<file path="config.mk">
export PLATFORM = sky130hd
export DESIGN_NAME = earthrise
export DESIGN_NICKNAME = d
export VERILOG_FILES = /design/src/verilog/earthrise_pkg.sv /design/src/verilog/earthrise_ctrl.sv /design/src/verilog/line_draw.sv /design/src/verilog/fline_draw.sv /design/src/verilog/pixel_write.sv /design/src/verilog/earthrise.sv
export VERILOG_INCLUDE_DIRS = /design/src /design/src/verilog
export SDC_FILE = /design/constraint.sdc
export NUM_CORES = 2
export LEC_CHECK = 0
export BUFFER_PORTS_ARGS = -buffer_cell sky130_fd_sc_hd__buf_2
export CAP_MARGIN = 10
export CORE_UTILIZATION = 35
export CTS_CLUSTER_SIZE = 8
export DETAILED_ROUTE_END_ITERATION = 12
export PLACE_DENSITY_LB_ADDON = 0.1
export SETUP_SLACK_MARGIN = 0.02
export SLEW_MARGIN = 20
export SYNTH_ARGS = -nofsm -noshare
export SYNTH_HDL_FRONTEND = slang
export SYNTH_HIERARCHICAL = 1
export SYNTH_SLANG_ARGS = --single-unit
</file>
<file path="constraint.sdc">
create_clock -name clk -period 10.5 [get_ports clk]
set_clock_uncertainty 0.05 [all_clocks]
set_input_delay 1.05 -clock clk [delete_from_list [all_inputs] [get_ports clk]]
set_output_delay 1.05 -clock clk [all_outputs]
set_load 0.01 [all_outputs]
</file>
<file path="src/verilog/earthrise_macros.svh">
// Earthrise widths and constants
// word, coordinate, colour, command address, instruction fields, option bits
`ifndef EARTHRISE_MACROS_SVH
`define EARTHRISE_MACROS_SVH

`define ER_WORD        32  // machine word
`define ER_CORDW       12  // signed integer coordinate
`define ER_COLRW        8  // colour
`define ER_CMD_ADDRW    6  // command memory word address, pc is 2 bits wider
`define ER_VRAM_ADDRW  12  // pixel memory word address
`define ER_SHIFTW       3  // address shift

`define ER_INSTRW      16  // instruction
`define ER_OPCW         4  // opcode
`define ER_FUNW         4  // function
`define ER_IMM12       12  // wide immediate
`define ER_IMM8         8  // narrow immediate or options

`define ER_OPT_FILL     0  // filled shape
`define ER_OPT_COLR     1  // colour B instead of A
`define ER_WR_LAT       3  // cycles from drawing to memory write

`endif

</file>
<file path="src/verilog/earthrise_pkg.sv">
// Earthrise shared types: coordinates, colours, the two instruction views,
// opcode and draw function encodings, controller states
`include "earthrise_macros.svh"

package earthrise_pkg;

    typedef logic signed [`ER_CORDW-1:0] coord_t;  // integer pixel coordinate
    typedef logic [`ER_COLRW-1:0] colr_t;

    typedef enum logic [`ER_OPCW-1:0] {
        OP_X0   = 4'h0,  // vertex 0
        OP_Y0   = 4'h1,
        OP_X1   = 4'h2,  // vertex 1
        OP_Y1   = 4'h3,
        OP_XT   = 4'h8,  // translation
        OP_YT   = 4'h9,
        OP_JT   = 4'hA,  // jump target
        OP_CTRL = 4'hC,  // colours and flow
        OP_DRAW = 4'hD
    } opcode_t;

    typedef enum logic [`ER_FUNW-1:0] {
        DF_PIXEL = 4'h0,
        DF_LINE  = 4'h1,
        DF_RECT  = 4'h4,
        DF_FLINE = 4'hF  // horizontal span
    } drawfn_t;

    typedef struct packed {
        opcode_t opc;
        logic [`ER_IMM12-1:0] imm12;
    } instr_imm_t;

    typedef struct packed {
        opcode_t opc;
        logic [`ER_FUNW-1:0] fun;
        logic [`ER_IMM8-1:0] imm8;  // colour or option bits
    } instr_fn_t;

    typedef union packed {
        instr_imm_t imm;
        instr_fn_t fn;
    } instr_t;

    typedef enum logic [3:0] {
        IDLE, DONE, FETCH, DECODE, EXEC, JUMP_WAIT,
        LINE_EXEC, SPAN_EXEC, RECT_INIT, RECTF_INIT
    } er_state_t;

endpackage

</file>
<file path="src/verilog/earthrise_ctrl.sv">
// Earthrise controller: fetch, decode and execute of 16-bit instructions
// vertex, translation, jump and colour registers, shape sequencing
`timescale 1ns/1ps
`include "earthrise_macros.svh"

module earthrise_ctrl (
    input  logic clk,
    input  logic rst,
    input  logic start,
    input  logic [`ER_WORD-1:0] cmd_list,
    input  logic line_valid,
    input  logic line_done,
    input  earthrise_pkg::coord_t line_x,
    input  earthrise_pkg::coord_t line_y,
    input  logic span_valid,
    input  logic span_done,
    input  earthrise_pkg::coord_t span_x,
    output logic [`ER_CMD_ADDRW+1:0] pc,
    output logic busy,
    output logic done,
    output logic instr_invalid,
    output logic line_start,
    output earthrise_pkg::coord_t line_x0,
    output earthrise_pkg::coord_t line_y0,
    output earthrise_pkg::coord_t line_x1,
    output earthrise_pkg::coord_t line_y1,
    output logic span_start,
    output earthrise_pkg::coord_t span_x0,
    output earthrise_pkg::coord_t span_x1,
    output logic drawing,
    output earthrise_pkg::coord_t x,
    output earthrise_pkg::coord_t y,
    output earthrise_pkg::colr_t colr
);
    import earthrise_pkg::*;

    localparam logic [`ER_CMD_ADDRW+1:0] PC_LAST = '1 << 1;  // last half-word

    er_state_t state, state_ret;
    instr_t instr;
    coord_t tvx0, tvy0, tvx1, tvy1;  // translated vertices
    coord_t xt, yt;
    coord_t rx0, ry0, rx1, ry1;      // rect corners, min and max
    coord_t cnt_fill;                // row offset for filled rect
    coord_t span_y;
    colr_t lca, lcb, fca, fcb;
    logic [`ER_CMD_ADDRW+1:0] pc_start;
    logic [1:0] cnt_draw;            // rect edge
    logic cmd_last;

    assign done = (state == DONE);

    always_ff @(posedge clk) begin
        drawing <= 1'b0;
        case (state)
            IDLE: begin
                if (start) begin
                    state <= FETCH;
                    busy <= 1'b1;
                    instr_invalid <= 1'b0;
                end
            end
            JUMP_WAIT: state <= FETCH;  // memory needs a cycle for the new pc
            FETCH: state <= cmd_last ? DONE : DECODE;
            DECODE: begin
                state <= EXEC;
                instr <= pc[1] ? cmd_list[2*`ER_INSTRW-1:`ER_INSTRW] : cmd_list[`ER_INSTRW-1:0];
                pc <= pc + 2'd2;
                if (pc == PC_LAST) cmd_last <= 1'b1;
                cnt_draw <= '0;
                cnt_fill <= '0;
            end
            EXEC: begin
                state <= FETCH;
                case (instr.imm.opc)
                    OP_X0: tvx0 <= coord_t'(instr.imm.imm12) + xt;
                    OP_Y0: tvy0 <= coord_t'(instr.imm.imm12) + yt;
                    OP_X1: tvx1 <= coord_t'(instr.imm.imm12) + xt;
                    OP_Y1: tvy1 <= coord_t'(instr.imm.imm12) + yt;
                    OP_XT: xt <= coord_t'(instr.imm.imm12);
                    OP_YT: yt <= coord_t'(instr.imm.imm12);
                    OP_JT: pc_start <= instr.imm.imm12[`ER_CMD_ADDRW+1:0];
                    OP_CTRL: begin
                        case (instr.fn.fun)
                            4'h0: lca <= instr.fn.imm8;
                            4'h1: lcb <= instr.fn.imm8;
                            4'h2: fca <= instr.fn.imm8;
                            4'h3: fcb <= instr.fn.imm8;
                            4'hA: begin  // change address
                                state <= JUMP_WAIT;
                                pc <= pc_start;
                                cmd_last <= 1'b0;
                            end
                            4'hC: state <= FETCH;  // continue
                            4'hE: state <= DONE;   // cease
                            default: begin
                                state <= DONE;
                                instr_invalid <= 1'b1;
                            end
                        endcase
                    end
                    OP_DRAW: begin
                        // fill colours for filled shapes, line colours otherwise
                        if (instr.fn.imm8[`ER_OPT_FILL])
                            colr <= instr.fn.imm8[`ER_OPT_COLR] ? fcb : fca;
                        else
                            colr <= instr.fn.imm8[`ER_OPT_COLR] ? lcb : lca;
                        case (instr.fn.fun)
                            DF_PIXEL: begin
                                x <= tvx0;
                                y <= tvy0;
                                drawing <= 1'b1;
                            end
                            DF_LINE: begin
                                state <= LINE_EXEC;
                                state_ret <= FETCH;
                                line_start <= 1'b1;
                                line_x0 <= tvx0;
                                line_y0 <= tvy0;
                                line_x1 <= tvx1;
                                line_y1 <= tvy1;
                            end
                            DF_RECT: begin
                                rx0 <= (tvx0 < tvx1) ? tvx0 : tvx1;
                                ry0 <= (tvy0 < tvy1) ? tvy0 : tvy1;
                                rx1 <= (tvx0 < tvx1) ? tvx1 : tvx0;
                                ry1 <= (tvy0 < tvy1) ? tvy1 : tvy0;
                                state <= instr.fn.imm8[`ER_OPT_FILL] ? RECTF_INIT : RECT_INIT;
                            end
                            DF_FLINE: begin
                                state <= SPAN_EXEC;
                                state_ret <= FETCH;
                                span_start <= 1'b1;
                                span_x0 <= tvx0;
                                span_x1 <= tvx1;
                                span_y <= tvy0;  // row from vertex 0
                            end
                            default: begin
                                state <= DONE;
                                instr_invalid <= 1'b1;
                            end
                        endcase
                    end
                    default: begin
                        state <= DONE;
                        instr_invalid <= 1'b1;
                    end
                endcase
            end
            RECT_INIT: begin  // edges: top, bottom, left, right
                state <= LINE_EXEC;
                state_ret <= (cnt_draw == 2'd3) ? FETCH : RECT_INIT;
                line_start <= 1'b1;
                line_x0 <= (cnt_draw == 2'd3) ? rx1 : rx0;
                line_x1 <= (cnt_draw == 2'd2) ? rx0 : rx1;
                line_y0 <= (cnt_draw == 2'd1) ? ry1 : ry0;
                line_y1 <= (cnt_draw == 2'd0) ? ry0 : ry1;
                cnt_draw <= cnt_draw + 2'd1;
            end
            RECTF_INIT: begin  // one span per row
                state <= SPAN_EXEC;
                state_ret <= (ry0 + cnt_fill < ry1) ? RECTF_INIT : FETCH;
                span_start <= 1'b1;
                span_x0 <= rx0;
                span_x1 <= rx1;
                span_y <= ry0 + cnt_fill;
                cnt_fill <= cnt_fill + coord_t'(1);
            end
            LINE_EXEC: begin
                if (line_done) state <= state_ret;
                line_start <= 1'b0;
                drawing <= line_valid;
                x <= line_x;
                y <= line_y;
            end
            SPAN_EXEC: begin
                if (span_done) state <= state_ret;
                span_start <= 1'b0;
                drawing <= span_valid;
                x <= span_x;
                y <= span_y;
            end
            DONE: begin
                state <= IDLE;
                busy <= 1'b0;
                pc <= '0;  // every program runs from address 0
                cmd_last <= 1'b0;
            end
            default: state <= IDLE;
        endcase
        if (rst) begin
            state <= IDLE;
            state_ret <= IDLE;
            pc <= '0;
            pc_start <= '0;
            cmd_last <= 1'b0;
            busy <= 1'b0;
            instr_invalid <= 1'b0;
            drawing <= 1'b0;
            line_start <= 1'b0;
            span_start <= 1'b0;
            lca <= colr_t'(1);
            lcb <= colr_t'(1);
            fca <= colr_t'(1);
            fcb <= colr_t'(1);
            xt <= '0;
            yt <= '0;
        end
    end

endmodule

</file>
<file path="src/verilog/line_draw.sv">
// Bresenham line engine, one pixel per cycle
// start point, each step and end point are emitted once
`timescale 1ns/1ps
`include "earthrise_macros.svh"

module line_draw (
    input  logic clk,
    input  logic rst,
    input  logic start,
    input  earthrise_pkg::coord_t x0,
    input  earthrise_pkg::coord_t y0,
    input  earthrise_pkg::coord_t x1,
    input  earthrise_pkg::coord_t y1,
    output earthrise_pkg::coord_t x,
    output earthrise_pkg::coord_t y,
    output logic valid,
    output logic busy,
    output logic done
);
    import earthrise_pkg::*;

    localparam logic [1:0] S_IDLE = 2'd0;
    localparam logic [1:0] S_INIT = 2'd1;
    localparam logic [1:0] S_DRAW = 2'd2;

    logic [1:0] state;
    coord_t xe, ye;                                // end point
    logic signed [`ER_CORDW+1:0] dx, dy, err;      // dy held negative
    logic signed [`ER_CORDW+1:0] dx_abs, dy_abs;
    logic signed [`ER_CORDW+2:0] e2;
    logic sx, sy;                                  // step up when set
    logic movx, movy;

    always_comb begin
        dx_abs = (xe > x) ? xe - x : x - xe;
        dy_abs = (ye > y) ? ye - y : y - ye;
        e2 = {err, 1'b0};
        movx = (e2 >= dy);
        movy = (e2 <= dx);
    end

    assign busy = (state != S_IDLE);
    assign valid = (state == S_DRAW);

    always_ff @(posedge clk) begin
        done <= 1'b0;
        case (state)
            S_INIT: begin
                dx <= dx_abs;
                dy <= -dy_abs;
                err <= dx_abs - dy_abs;
                sx <= (x < xe);
                sy <= (y < ye);
                state <= S_DRAW;
            end
            S_DRAW: begin
                if (x == xe && y == ye) begin
                    state <= S_IDLE;
                    done <= 1'b1;
                end else begin
                    err <= err + (movx ? dy : '0) + (movy ? dx : '0);
                    if (movx) x <= sx ? x + coord_t'(1) : x - coord_t'(1);
                    if (movy) y <= sy ? y + coord_t'(1) : y - coord_t'(1);
                end
            end
            default: begin
                if (start) begin
                    x <= x0;
                    y <= y0;
                    xe <= x1;
                    ye <= y1;
                    state <= S_INIT;
                end
            end
        endcase
        if (rst) begin
            state <= S_IDLE;
            done <= 1'b0;
        end
    end

endmodule

</file>
<file path="src/verilog/fline_draw.sv">
// horizontal span engine
// steps x from the lower to the higher end, one pixel per cycle
`timescale 1ns/1ps
`include "earthrise_macros.svh"

module fline_draw (
    input  logic clk,
    input  logic rst,
    input  logic start,
    input  earthrise_pkg::coord_t x0,
    input  earthrise_pkg::coord_t x1,
    output earthrise_pkg::coord_t x,
    output logic valid,
    output logic done
);
    import earthrise_pkg::*;

    coord_t xe;  // last x of the span

    always_ff @(posedge clk) begin
        done <= 1'b0;
        if (start) begin
            x <= (x0 < x1) ? x0 : x1;
            xe <= (x0 < x1) ? x1 : x0;
            valid <= 1'b1;
        end else if (valid) begin
            if (x == xe) begin
                valid <= 1'b0;
                done <= 1'b1;  // after the last pixel
            end else begin
                x <= x + coord_t'(1);
            end
        end
        if (rst) begin
            valid <= 1'b0;
            done <= 1'b0;
        end
    end

endmodule

</file>
<file path="src/verilog/pixel_write.sv">
// pixel write path: canvas clip, pixel index, word address and pixel id
// in three stages, then write mask and data packed by bits per pixel
`timescale 1ns/1ps
`include "earthrise_macros.svh"

module pixel_write (
    input  logic clk,
    input  logic rst,
    input  logic drawing,
    input  earthrise_pkg::coord_t x,
    input  earthrise_pkg::coord_t y,
    input  earthrise_pkg::colr_t colr,
    input  earthrise_pkg::coord_t canv_w,
    input  earthrise_pkg::coord_t canv_h,
    input  logic [7:0] canv_bpp,
    input  logic [`ER_VRAM_ADDRW-1:0] addr_base,
    input  logic [`ER_SHIFTW-1:0] addr_shift,
    output logic [`ER_VRAM_ADDRW-1:0] vram_addr,
    output logic [`ER_WORD-1:0] vram_din,
    output logic [`ER_WORD-1:0] vram_wmask
);
    import earthrise_pkg::*;

    localparam int W = `ER_WORD;
    localparam int AW = `ER_VRAM_ADDRW;
    localparam int IDW = $clog2(`ER_WORD);
    localparam int IW = 2 * `ER_CORDW;  // pixel index

    logic [`ER_WR_LAT-1:0] we;    // write enable, oldest at top
    logic [`ER_WR_LAT-1:0] clip;
    colr_t colr_1, colr_2, colr_3;
    coord_t x_1;
    logic [IW-1:0] idx_y, idx;
    logic [IDW-1:0] pix_id;
    logic [3:0] bpp;              // effective bits per pixel
    logic [7:0] sh;               // bit offset in word
    logic [W-1:0] field;

    always_ff @(posedge clk) begin
        we <= {we[`ER_WR_LAT-2:0], drawing};
        clip <= {clip[`ER_WR_LAT-2:0], (x < 0 || x >= canv_w || y < 0 || y >= canv_h)};
        colr_1 <= colr;
        colr_2 <= colr_1;
        colr_3 <= colr_2;
        idx_y <= y * canv_w;  // stage 1
        x_1 <= x;
        idx <= idx_y + IW'(x_1);  // stage 2
        vram_addr <= addr_base + AW'(idx >> addr_shift);  // stage 3
        pix_id <= idx[IDW-1:0] & ((IDW'(1) << addr_shift) - IDW'(1));
        if (rst) we <= '0;
    end

    always_comb begin
        case (canv_bpp)
            8'd1, 8'd2, 8'd8: bpp = canv_bpp[3:0];
            default: bpp = 4'd4;
        endcase
        field = (W'(1) << bpp) - W'(1);
        sh = pix_id * bpp;
        vram_wmask = (we[`ER_WR_LAT-1] && !clip[`ER_WR_LAT-1]) ? field << sh : '0;
        vram_din = (W'(colr_3) & field) << sh;
    end

endmodule

</file>
<file path="src/verilog/earthrise.sv">
// Earthrise graphics engine top
// controller, line and span engines, pixel write path
`timescale 1ns/1ps
`include "earthrise_macros.svh"

module earthrise (
    input  logic clk,
    input  logic rst,
    input  logic start,
    input  earthrise_pkg::coord_t canv_w,
    input  earthrise_pkg::coord_t canv_h,
    input  logic [7:0] canv_bpp,
    input  logic [`ER_WORD-1:0] cmd_list,
    input  logic [`ER_VRAM_ADDRW-1:0] addr_base,
    input  logic [`ER_SHIFTW-1:0] addr_shift,
    output logic [`ER_CMD_ADDRW+1:0] pc,
    output logic [`ER_VRAM_ADDRW-1:0] vram_addr,
    output logic [`ER_WORD-1:0] vram_din,
    output logic [`ER_WORD-1:0] vram_wmask,
    output logic busy,
    output logic done,
    output logic instr_invalid
);
    import earthrise_pkg::*;

    logic line_start, line_valid, line_done;
    coord_t line_x0, line_y0, line_x1, line_y1;
    coord_t line_x, line_y;
    logic span_start, span_valid, span_done;
    coord_t span_x0, span_x1, span_x;
    logic drawing;  // one pixel per cycle
    coord_t x, y;
    colr_t colr;

    earthrise_ctrl ctrl_inst (.*);

    line_draw line_inst (
        .clk(clk),
        .rst(rst),
        .start(line_start),
        .x0(line_x0),
        .y0(line_y0),
        .x1(line_x1),
        .y1(line_y1),
        .x(line_x),
        .y(line_y),
        .valid(line_valid),
        .busy(),
        .done(line_done)
    );

    fline_draw span_inst (
        .clk(clk),
        .rst(rst),
        .start(span_start),
        .x0(span_x0),
        .x1(span_x1),
        .x(span_x),
        .valid(span_valid),
        .done(span_done)
    );

    pixel_write pixel_write_inst (.*);

endmodule

</file>
==> metrics.cfg <==
[cts]
post_cts_resized = 0
cts_sinks = 544
clk_pin_slew_ps = 50
hold_buffers = 0
root_buffer = clkbuf_16
cts_setup_buffers = 0
cts_tree = yes
cts.path.max_buffers = 3
numCtsBuffers = 79
insertion_delay_ps = 630
htree_levels = 3

[min_path]
worstHoldPathType = register to register

[detailed_routing]
viasPerCell = 5.09
drt_iter0_markers = 1686
drc = 0
drtAntennaViolNets = 0
firstDrtPassIters = 6
wl_per_cell_um = 19.2
vias = 28269
wirelength_mm = 107

[final_layout]
mostFrequentLayoutCells = 373 x inv_1, 357 x edfxtp_1, 349 x nor2_1
drive_gt1_share_pct = 12.9
layout_commonest_cell = inv_1
instances_no_fill = 5554
stdcell_area_sq_um = 43400
area_growth_pct = 11.7
nets = 4572

[floorplanning]
io_pins = 169
initial_utilization_pct = 35.5
fp.dieH_um = 335
die-area_sq_um = 112000
rows = 121
core_area_sq_um = 109000
die_w_um = 335

[outcome]
status = complete, no violations

[setup_path]
critPathArrivalTime_ps = 6820
end_kind = output port
crit_type = primary input to output port
cp-start-kind = primary input
cp.required_ps = 9400
cp_max_fo = 12
r2r_slack_ps = 4210

[timing]
period_needed_ps = 7920
slew_headroom_pct = 27.3
setup_viol = 0
maxSlewViolCount = 0
tns_ps = 0
timing.final.crit_share_pct = 75.4
hold_viol = 0
whs_ps = 270
worst_slew_pin_slew_ps = 1080
rsz0062_at_grt = false
fmax_ghz = 0.126

[yosys]
netlist_instances = 3910
postSynthAreaPerCell_sq_um = 9.94
synth-warning-count = 6
syn_area_sq_um = 38900

[placement]
placed_cell_area_sq_um = 41200
gp_congestion = 0.857
port_buffers = 168
hpwlAfterDp_mm = 80.6
placed_cells = 5425

[grt]
grt_max_degree = 98
grt_pass1_vias = 28109
grt.total_usage_pct = 18.9
overflow = 0
grt_pass1_wl_mm = 167
antenna_found_initial = 0

[pwr]
total_power_mw = 6.43
p_per_area_nw_per_um2 = 148
ir_drop_mv = 0.0976
p_leak_nw = 17.9

[job]
max-cap-violations = 0

==> per-stage QoR <==
step	utilization, %	worst slack, ps
after floorplan	-	3770
after global placement	37.6	2540
after detailed placement	37.6	2450
after CTS	39.7	2460
after global routing	39.7	2200
final	39.7	2580
==> worst max-delay path, stage by stage <==
cell and delay, ps:
buf_2 100, or4_1 730, nor4_4 690, nand2_1 150, fa_1 510, inv_1 50
fa_1 470, ha_1 300, a21o_1 150, a21oi_1 350, xor2_1 420, nand2_1 280
nor2_1 740, nand2_1 360, nor3_1 270, buf_2 180
==> registers in the layout, summed over array words and instances (netlist names), 13 cells and up <==
| register | count |
|---|---|
| line_inst/err | 14 |
| pixel_write_inst/idx_y | 19 |
| pixel_write_inst/idx | 19 |
| line_inst/dy | 14 |
| line_inst/dx | 13 |
| ctrl_inst/instr | 16 |
==> worst paths after layout <==
check,endpoint,start,cells after the start
max reg2reg,line_inst/err[12],line_inst/x[11],21
max,vram_wmask[0],canv_bpp[5],16
min,pixel_write_inst/colr_3[2],pixel_write_inst/colr_2[2],0
min reg2reg,pixel_write_inst/colr_3[2],pixel_write_inst/colr_2[2],0
==> routing by layer <==
metal	global-route usage [%]	vias up	part of all wire, %
met5	0	-	0
met4	6.12	0	2.8
met3	2.33	157	4.1
met2	29.7	621	44
met1	27.0	13467	49
li1	-	14024	-
==> power by group <==
part           switching [mW]  internal, mW  leakage, nW
sequential             0.0644          2.40         4.75
combinational           0.922         0.693         12.1
clock                   0.924          1.43         1.07
==> cell type report <==
type / instances / area [sq um]
Antenna cell: 3 / 7.51
Clock buffer: 125 / 2220
Clock inverter: 1 / 7.51
Fill cell: 10862 / 66000
Inverter: 377 / 1420
Multi-Input combinational cell: 2827 / 22400
Sequential cell: 544 / 14500
Tap cell: 1476 / 1850
Timing Repair Buffer: 201 / 1090
Power figures use the tool's default switching activity.
